File: src/include/mem_ex_params.svh
`ifndef MEM_EX_PARAMS_SVH
`define MEM_EX_PARAMS_SVH

// modifiable field width, operand values and wake bits
`define MEM_EX_M_WIDTH 16

// fixed field width, decoded control
`define MEM_EX_N_WIDTH 24

// queue depth, must stay a power of two
`define MEM_EX_Q_LENGTH 8

`endif

File: src/mem_ex_pkg.sv
package mem_ex_pkg;

    `include "mem_ex_params.svh"

    localparam int M_WIDTH  = `MEM_EX_M_WIDTH;
    localparam int N_WIDTH  = `MEM_EX_N_WIDTH;
    localparam int Q_LENGTH = `MEM_EX_Q_LENGTH;
    // slot index width, pointers wrap on their own
    localparam int PTR_WIDTH = $clog2(Q_LENGTH);

    typedef logic [M_WIDTH-1:0]          m_word_t;
    typedef logic [N_WIDTH-1:0]          n_word_t;
    // slot i sits at bits i*M_WIDTH upward
    typedef logic [M_WIDTH*Q_LENGTH-1:0] m_vec_t;
    typedef logic [PTR_WIDTH-1:0]        q_ptr_t;
    // one extra bit so a full queue is representable
    typedef logic [PTR_WIDTH:0]          q_cnt_t;
    typedef logic [Q_LENGTH-1:0]         slot_mask_t;

endpackage

File: src/fixed_field_bank.sv
`timescale 1ns/1ps

module fixed_field_bank (
    input  logic                clk,
    input  logic                wr_en,
    input  mem_ex_pkg::q_ptr_t  wr_slot,
    input  mem_ex_pkg::n_word_t n_din,
    input  mem_ex_pkg::q_ptr_t  rd_slot,
    output mem_ex_pkg::n_word_t head_n
);

    import mem_ex_pkg::*;

    // decoded control per slot
    n_word_t slots [Q_LENGTH];

    // written once on push, then held until the slot is reused
    // no forwarding path reaches here
    always_ff @(posedge clk) begin
        if (wr_en) begin
            slots[wr_slot] <= n_din;
        end
    end

    // head control word, valid only while the queue is non-empty
    assign head_n = slots[rd_slot];

endmodule

File: src/mem_ex_queued_latches.sv
`timescale 1ns/1ps

module mem_ex_queued_latches (
    input  logic                   clk,
    input  logic                   reset,
    input  logic                   clr,
    input  logic                   wr,
    input  logic                   rd,
    input  mem_ex_pkg::m_word_t    m_din,
    input  mem_ex_pkg::n_word_t    n_din,
    input  mem_ex_pkg::slot_mask_t modify_vector,
    input  mem_ex_pkg::m_vec_t     new_m_vector,
    output logic                   full,
    output logic                   empty,
    output mem_ex_pkg::m_vec_t     old_m_vector,
    output logic [mem_ex_pkg::M_WIDTH+mem_ex_pkg::N_WIDTH-1:0] dout
);

    import mem_ex_pkg::*;

    logic    wr_en;
    q_ptr_t  wr_slot;
    q_ptr_t  rd_slot;
    m_word_t head_m;
    n_word_t head_n;

    // slot selection shared by both banks
    queue_ctrl queue_ctrl_i (
        .clk     (clk),
        .reset   (reset),
        .clr     (clr),
        .wr      (wr),
        .rd      (rd),
        .wr_en   (wr_en),
        .wr_slot (wr_slot),
        .rd_slot (rd_slot),
        .full    (full),
        .empty   (empty)
    );

    // operand side, open to forwarding
    mod_field_bank mod_field_bank_i (
        .clk           (clk),
        .reset         (reset),
        .wr_en         (wr_en),
        .wr_slot       (wr_slot),
        .m_din         (m_din),
        .modify_vector (modify_vector),
        .new_m_vector  (new_m_vector),
        .rd_slot       (rd_slot),
        .head_m        (head_m),
        .old_m_vector  (old_m_vector)
    );

    // control side, frozen per entry
    fixed_field_bank fixed_field_bank_i (
        .clk     (clk),
        .wr_en   (wr_en),
        .wr_slot (wr_slot),
        .n_din   (n_din),
        .rd_slot (rd_slot),
        .head_n  (head_n)
    );

    // M word on top, N word below
    assign dout = {head_m, head_n};

endmodule

File: src/mod_field_bank.sv
`timescale 1ns/1ps

module mod_field_bank (
    input  logic                   clk,
    input  logic                   reset,
    input  logic                   wr_en,
    input  mem_ex_pkg::q_ptr_t     wr_slot,
    input  mem_ex_pkg::m_word_t    m_din,
    input  mem_ex_pkg::slot_mask_t modify_vector,
    input  mem_ex_pkg::m_vec_t     new_m_vector,
    input  mem_ex_pkg::q_ptr_t     rd_slot,
    output mem_ex_pkg::m_word_t    head_m,
    output mem_ex_pkg::m_vec_t     old_m_vector
);

    import mem_ex_pkg::*;

    // payload storage, no reset
    m_word_t slots [Q_LENGTH];

    // each slot updates on its own
    // a fresh push beats a forwarded value on the same slot
    always_ff @(posedge clk) begin
        for (int i = 0; i < Q_LENGTH; i++) begin
            if (wr_en && (wr_slot == q_ptr_t'(i))) begin
                slots[i] <= m_din;
            end else if (modify_vector[i]) begin
                slots[i] <= new_m_vector[i*M_WIDTH +: M_WIDTH];
            end
        end
    end

    // every slot exposed flat for forwarding
    always_comb begin
        for (int i = 0; i < Q_LENGTH; i++) begin
            old_m_vector[i*M_WIDTH +: M_WIDTH] = slots[i];
        end
    end

    // head word for the execute stage
    assign head_m = slots[rd_slot];

    // forwarding logic must always drive a defined mask
    modify_known_a : assert property (
        @(posedge clk) disable iff (reset)
        !$isunknown(modify_vector)
    );

endmodule

File: src/queue_ctrl.sv
`timescale 1ns/1ps

module queue_ctrl (
    input  logic               clk,
    input  logic               reset,
    input  logic               clr,
    input  logic               wr,
    input  logic               rd,
    output logic               wr_en,
    output mem_ex_pkg::q_ptr_t wr_slot,
    output mem_ex_pkg::q_ptr_t rd_slot,
    output logic               full,
    output logic               empty
);

    import mem_ex_pkg::*;

    q_ptr_t wr_ptr;
    q_ptr_t rd_ptr;
    q_cnt_t count;
    q_cnt_t count_next;
    logic   rd_en;

    // strobes only count when the queue can take them
    // clr wins over both
    assign wr_en = wr && !full && !clr;
    assign rd_en = rd && !empty && !clr;

    // banks write at the tail and show the head
    assign wr_slot = wr_ptr;
    assign rd_slot = rd_ptr;

    // push and pop together leave the count alone
    always_comb begin
        count_next = count;
        case ({wr_en, rd_en})
            2'b10:   count_next = count + 1'b1;
            2'b01:   count_next = count - 1'b1;
            default: count_next = count;
        endcase
    end

    always_ff @(posedge clk) begin
        if (reset || clr) begin
            wr_ptr <= '0;
            rd_ptr <= '0;
            count  <= '0;
            full   <= 1'b0;
            empty  <= 1'b1;
        end else begin
            // power of two depth, so plain increment wraps
            if (wr_en) begin
                wr_ptr <= wr_ptr + 1'b1;
            end
            if (rd_en) begin
                rd_ptr <= rd_ptr + 1'b1;
            end
            count <= count_next;
            // flags follow the count of the coming cycle
            full  <= (count_next == q_cnt_t'(Q_LENGTH));
            empty <= (count_next == '0);
        end
    end

    // flags are exclusive at any depth above zero
    flags_exclusive_a : assert property (
        @(posedge clk) disable iff (reset)
        !(full && empty)
    );

    // occupancy never runs past the slot count
    count_bound_a : assert property (
        @(posedge clk) disable iff (reset)
        count <= q_cnt_t'(Q_LENGTH)
    );

    // pointer gap matches occupancy, modulo depth
    ptr_gap_a : assert property (
        @(posedge clk) disable iff (reset)
        q_ptr_t'(wr_ptr - rd_ptr) == q_ptr_t'(count)
    );

endmodule

File: config.mk
export PLATFORM = sky130hd
export DESIGN_NAME = mem_ex_queued_latches
export DESIGN_NICKNAME = d
export VERILOG_FILES = /design/src/mem_ex_pkg.sv /design/src/fixed_field_bank.sv /design/src/mem_ex_queued_latches.sv /design/src/mod_field_bank.sv /design/src/queue_ctrl.sv
export VERILOG_INCLUDE_DIRS = /design/src /design/src/include
export SDC_FILE = /design/constraint.sdc
export NUM_CORES = 1
export LEC_CHECK = 0
export BUFFER_PORTS_ARGS = -buffer_cell sky130_fd_sc_hd__clkbuf_2
export CORE_MARGIN = 2
export CORE_UTILIZATION = 50
export CTS_BUF_LIST = sky130_fd_sc_hd__clkbuf_8
export CTS_CLUSTER_DIAMETER = 60
export DETAILED_ROUTE_END_ITERATION = 6
export MAX_ROUTING_LAYER = met4
export PLACE_DENSITY = 0.82
export SYNTH_ARGS = -nofsm -noshare
export SYNTH_HDL_FRONTEND = slang
export SYNTH_HIERARCHICAL = 1
export SYNTH_SLANG_ARGS = --single-unit
File: constraint.sdc
create_clock -name clk -period 3.3 [get_ports clk]
set_input_delay 0.165 -clock clk [delete_from_list [all_inputs] [get_ports clk]]
set_output_delay 0.165 -clock clk [all_outputs]
set_load 0.03 [all_outputs]
### After elaboration in Yosys (flattened, before gate mapping)

Memory sizes are Yosys's and may differ from the RTL's. A register that Yosys moved wholly into a read port is not among the register bits.
Index checks and enable logic that the tools add are counted.
W data, S select, Z words.

| word-level totals | value |
|---|---|
| output and inout bits | 170 |
| memories | 2 |
| logic and storage cells | 102 |
| memory bits (writable) | 320 |
| input port bits | 181 |
| register bits | 12 |

Memories:

| name | words | width | read ports | clocked after memory_dff | wr ports | line | source |
|---|---|---|---|---|---|---|---|
| fixed_field_bank_i.slots | 8 | 24 | 1 | 1 | 1 | fixed_field_bank.sv:15 | `n_word_t slots [Q_LENGTH];` |
| mod_field_bank_i.slots | 8 | 16 | 9 | 1 | 8 | mod_field_bank.sv:19 | `m_word_t slots [Q_LENGTH];` |

| operators by class | value |
|---|---|
| equality and inequality tests | 10 |
| bitwise logic cells | 8 |
| multiplexer cells | 55 |
| $add $sub $neg | 4 |
| reductions and logical operators | 18 |

Operator list:

| kind | count |
|---|---|
| $mux W16 | 8 |
| $mux W1 | 42 |
| $eq A3 B3 Y1 const B | 4 |
| $logic_and A1 B1 Y1 | 12 |
| $mux W3 | 4 |
| $or A1 B1 Y1 | 8 |
| $pmux W4 S2 | 1 |
| $add A3 B1 Y3 const B | 2 |
| $eq A3 B2 Y1 const B | 2 |
| $add A4 B1 Y4 const B | 1 |
| $eq A4 B4 Y1 const B | 1 |
| $logic_not A4 Y1 | 1 |
| $sub A4 B1 Y4 const B | 1 |
| $eq A3 B1 Y1 const B | 1 |
| $logic_not A1 Y1 | 3 |
| $logic_not A3 Y1 | 1 |
| $eq A2 B1 Y1 const B | 1 |
| $eq A2 B2 Y1 const B | 1 |
| $logic_or A1 B1 Y1 | 1 |

### Longest topological paths before layout

| logic depth | value |
|---|---|
| word-level depth | 7 |
| mapped depth | 10 |
| depth with buffers taken out | 9 |

### By module

The synthesis kept the hierarchy.

By module, submodules not included:

| module | instances | cells an instance | area each (um^2) | sequential area each (um^2) |
|---|---|---|---|---|
| fixed_field_bank | 1 | 290 | 7317.0 | 5765.5 |
| mod_field_bank | 1 | 350 | 6553.8 | 3843.7 |
| queue_ctrl | 1 | 73 | 673.1 | 240.2 |

### Worst setup path after synthesis

OpenSTA, ideal clock, no wires.

| timing | value |
|---|---|
| path kind | reg2reg |
| start point | reg queue_ctrl_i.full |
| end point | mem fixed_field_bank_i/slots[4][0] (netlist bit), enable pin |
| period minus slack after synthesis | 3.276 ns |
| buffers on the path | 0 |
| stages on the path, launching flop included | 5 |
| arrival | 2.841 ns |
| slack | 0.024 ns |
| setup time | 0.435 ns |
| data required time | 2.865 ns |
| cell sequence | dfxtp_1 -> nand2b_1 -> nor2_1 -> nand2_1 -> nor3_1 |

| between the ends | value |
|---|---|
| longest elaborated chain between the ends | 5 |

Ends and longest elaborated chain:

| element | line | source |
|---|---|---|
| start, declared | queue_ctrl.sv:12 | `output logic full,` |
| start signal, assigned | queue_ctrl.sv:60 | `full <= (count_next == q_cnt_t'(Q_LENGTH));` |
| $logic_not A1 Y1 | queue_ctrl.sv:26 | `assign wr_en = wr && !full && !clr;` |
| $logic_and A1 B1 Y1 (2 in series) | queue_ctrl.sv:26 |  |
| named net wr_en | mem_ex_queued_latches.sv:21 | `logic wr_en;` |
| $mux W1 | fixed_field_bank.sv:20 | `if (wr_en) begin` |
| $mux W1 (not written as such) | fixed_field_bank.sv:21 | `slots[wr_slot] <= n_din;` |
| end, declared | fixed_field_bank.sv:15 |  |

The timed path passes the listed nets, and every way through them passes these cells.

==> run summary <==
The sequential fraction of the synthesis area came out at 0.6772. Subtracting the final worst setup slack from the clock period gives 3149 ps. The clock tree synthesis step divided the H-tree into 2 levels. Among all stages on the critical path, the largest delay is contributed by sky130_fd_sc_hd__dlygate4sd3_1. The clock transition at the register clock pins on the worst setup and hold paths after CTS works out to 60 ps. For the worst slew margin relative to its limit, the log shows 0.4098. The sequential standard cell area is 9858 sq um, and the switching part of the total power is 0.2678.

The maximum number of pins on one net before global-route repair is 56, and the detailed router's first-iteration violation count is 974. The horizontal extent of the die was 174.6 microns. Worst IR drop on VDD: 0.4257 mV. The final antenna-violating net count was 0. The run gives 52.45 ps as the smallest hold slack. Number of failing setup endpoints in the final timing report: 0. The logs give 28700 sq um for the total core area and 0.515 for the proportion of power drawn by flip-flops and latches.

The tools report the number of unique standard cell types used by synthesis as 42. Dividing the detail-routed via count by the number of cells gives 5.813. The total net switching power is 2573 uW.

The number of endpoints with negative hold slack in the final report is 0. The final wirelength was 47.14 mm. The area growth from synthesis to layout is 35.98%, and the count of vias placed by the detailed router is 10.07k. Data on the critical path arrives at its endpoint at 3460 ps. Buffer levels on the longest clock path: 3. The combinational share of power came out at 0.145. The cell row count came out at 62.

For the pin with the worst max-slew slack, the measured transition is 884.1 ps. The run gives 0.340 as the part of the total power dissipated in the clock network. After synthesis, the cell types taking the most area are sky130_fd_sc_hd__edfxtp_1 66%, sky130_fd_sc_hd__mux4_2 12%, sky130_fd_sc_hd__mux2_2 12%. The final clock period utilization by the worst path is 0.9543, and the layout cell share with drive strength beyond 1 is 0.5301.

The count of pins over their slew limit was 0. During placement, the flow inserted port buffers numbering 350. The worst setup path is of the register to register kind.

The kind of end point of the critical path is a register. The logs give 1489 for the number of nets at the end of the flow and 2 for the number of antenna violations at the first check in global routing. The share of synthesized flip-flops with an asynchronous set or reset was 0. The leading register cell type out of synthesis is sky130_fd_sc_hd__edfxtp_1. The tools report the cell area after synthesis as 14540 sq um.

The clock net in this run drives a total of 332 sinks. The floorplan step defined a die boundary enclosing 30470 sq um. Count of maximum capacitance violations: 0. In the final layout, the multi-input gates occupy 4467 sq um. Setup repair after global routing left no endpoint under its margin. The run finished with clean final reports.

Traced cell by cell, the critical path runs through nand2b_1 -> nor2_1 -> nand2b_2 -> o31ai_4 -> buf_4 -> mux2_2 -> dlygate4sd3_1. Most frequent cell after synthesis: sky130_fd_sc_hd__edfxtp_1. Timing would allow up to 0.3176 GHz.

After detailed routing, the average wire length per cell comes to 27.20 microns. The clock arrives with 29.60 ps of skew. Summed over all cells, the static leakage comes to 0.007423 uW.

The first global-routing pass estimated 68.01 mm of wire. The total routing usage reported by global routing is 0.3152, and the number of nets in the synthesized netlist is 898. Of all nets on the critical path, the largest fanout is 16. The gate count of the mapped netlist was 713; the cell count after placement was 1436. Number of enable-type register cells in the synthesized netlist: 320.

The effective utilization at floorplan was 0.5067. In this run the worst hold path is classified as input pin to register. During synthesis, Yosys emitted a total of 6 warnings. The number of global-route vias before repair is 10.57k, and the count of placed standard cells in the final layout, fillers left out is 1733. The areal power density over the cells works out to 485.8 nW/um^2. The filler cells instantiated in the layout total 1801. TritonCTS built the clock tree.

After global routing the overflow that remains totals 0. Largest area contributor in the synthesized netlist: sky130_fd_sc_hd__edfxtp_1. The number of top-level pins is 351. The commonest cells after synthesis are 320 x sky130_fd_sc_hd__edfxtp_1, 156 x sky130_fd_sc_hd__mux2_2, 80 x sky130_fd_sc_hd__mux4_2. Clock latency on the worst-skew pair, taken at its later pin, is 600 ps. Routability-driven placement finished with a final weighted congestion of 0.9654.

The cell class contributing the biggest share of worst-path delay was simple AND/OR/NAND/NOR gates. The total CTS buffers was 53; the number of buffer and inverter stages on the critical path was 2. For this run, the slowest stage of the critical path takes 590 ps. The HPWL reported at the end of detailed placement was 28.84 mm; the die boundary height was 174.6 microns. The internal cell power is 7034 uW, and the mean instance size in the synthesized netlist is 20.40 sq um.

The sum of negative setup slack is 0 ps, and the final routed DRC violation total is 0. The first-pass iteration count of the detailed router was 7; the required time of the critical path was 3610 ps. The buffers inserted during post-CTS setup optimization was 0; the share of Yosys cell area claimed by the top area cell type was 0.6607. Flop and latch count out of synthesis: 332. The worst setup path is launched from a register. The tools report the library cell used as clock root buffer as sky130_fd_sc_hd__clkbuf_8.
[flip-flops by register name, indices dropped and copies added (netlist names)]
signal	count
fixed_field_bank_i/slots	192
queue_ctrl_i/full	1
mod_field_bank_i/slots	128
queue_ctrl_i/empty	1
queue_ctrl_i/wr_slot	3
queue_ctrl_i/count	4
queue_ctrl_i/rd_slot	3
[worst reg2reg max path: cells and delay by family, from the launching register on]
kind / cells / cell delay (ps)
and+or+nand+nor: 3 / 1040
muxes: 1 / 380
buffers and inverters: 2 / 900
AOI/OAI and AO/OA: 1 / 250
DFF: 1 / 310
[per-stage QoR]
stage                     power [uW]  setup WS [ps]  utilization  area [sq um]
after floorplan                 5653          24.26            -         14540
after global placement          6121          495.1       0.5861         16820
after detailed placement        6142          408.2       0.5861         16820
after CTS                       9551          37.16       0.6888         19770
after global routing            9859          33.82       0.6890         19780
final                           9607          151.0       0.6890         19780
[area by class of cell]
cell class                 instances  share of cell area
multi-input combinational        340              0.2259
clock inverter                    43             0.01095
inverter                           5           0.0009490
timing repair buffer             572              0.2009
sequential                       332              0.4985
clock buffer                      55             0.03828
tap                              384             0.02429
antenna                            2           0.0002531
[final timing paths]
| check | slack, ps | cells after the start | start | endpoint |
|---|---|---|---|---|
| max reg2reg | 150 | 7 | queue_ctrl_i/full$_SDFF_PP0_ | mod_field_bank_i/slots[0][15]$_DFFE_PP_ |
| min | 50 | 2 | m_din[0] | mod_field_bank_i/slots[1][0]$_DFFE_PP_ |
| min reg2reg | 530 | 2 | queue_ctrl_i/count[3]$_SDFF_PP0_ | queue_ctrl_i/count[3]$_SDFF_PP0_ |
| max | 150 | 7 | queue_ctrl_i/full$_SDFF_PP0_ | mod_field_bank_i/slots[0][15]$_DFFE_PP_ |
[layer usage]
| layer | up-vias | wire length (microns) | global-route usage |
|---|---|---|---|
| met3 | 218 | 4205 | 0.06955 |
| met2 | 737 | 23060 | 0.5023 |
| li1 | 4127 | - | - |
| met4 | 0 | 3271 | 0.1885 |
| met5 | - | 0 | - |
| met1 | 4992 | 16600 | 0.3693 |
[power groups by stage]
stage               Clock [uW]  Sequential (uW)  Combinational, uW
finish                    3270             4950               1390
global route              3470             4960               1430
CTS                       3280             4930               1340
detailed placement           0             5020               1130
global placement             0             5010               1110
floorplan                    0             5240                417
[cell families (layout without fill, tap and decap cells)]
kind of cell / count (synthesis) / count (layout) / share of synthesized area
compound gates: 18 / 18 / 0.01351
xor+xnor: 7 / 7 / 0.004215
fa+ha+maj: 4 / 4 / 0.003441
buf+inv: 41 / 675 / 0.02022
flops: 332 / 332 / 0.6772
mux: 252 / 252 / 0.2598
other cells: 0 / 2 / 0
simple gates: 59 / 59 / 0.02160
[placed cells by master, fill, tap and decap left out, types with 4 or more instances in the layout]
| cell type | instances |
|---|---|
| sky130_fd_sc_hd__edfxtp_1 | 320 |
| sky130_fd_sc_hd__xnor2_1 | 4 |
| sky130_fd_sc_hd__buf_12 | 5 |
| sky130_fd_sc_hd__nand2_1 | 13 |
| sky130_fd_sc_hd__nor2_2 | 6 |
| sky130_fd_sc_hd__clkbuf_8 | 55 |
| sky130_fd_sc_hd__nand2b_1 | 10 |
| sky130_fd_sc_hd__mux4_2 | 80 |
| sky130_fd_sc_hd__clkbuf_2 | 350 |
| sky130_fd_sc_hd__nor2_1 | 12 |
| sky130_fd_sc_hd__mux2_4 | 12 |
| sky130_fd_sc_hd__inv_1 | 23 |
| sky130_fd_sc_hd__mux2_2 | 156 |
| sky130_fd_sc_hd__ha_1 | 4 |
| sky130_fd_sc_hd__mux2i_1 | 4 |
| sky130_fd_sc_hd__dfxtp_1 | 9 |
| sky130_fd_sc_hd__clkinv_2 | 5 |
| sky130_fd_sc_hd__dlygate4sd3_1 | 197 |
| sky130_fd_sc_hd__buf_4 | 20 |
| sky130_fd_sc_hd__o31ai_4 | 4 |
| sky130_fd_sc_hd__clkinv_1 | 16 |
[what timing repair did]
item | in CTS | in global routing
endpoints found under the setup margin | 0 | 6
gates resized for setup | 0 | 1
hold buffers | 197 | 0
hold endpoints to repair | 330 | 0
Note: power is estimated with default switching activity, not from simulation.
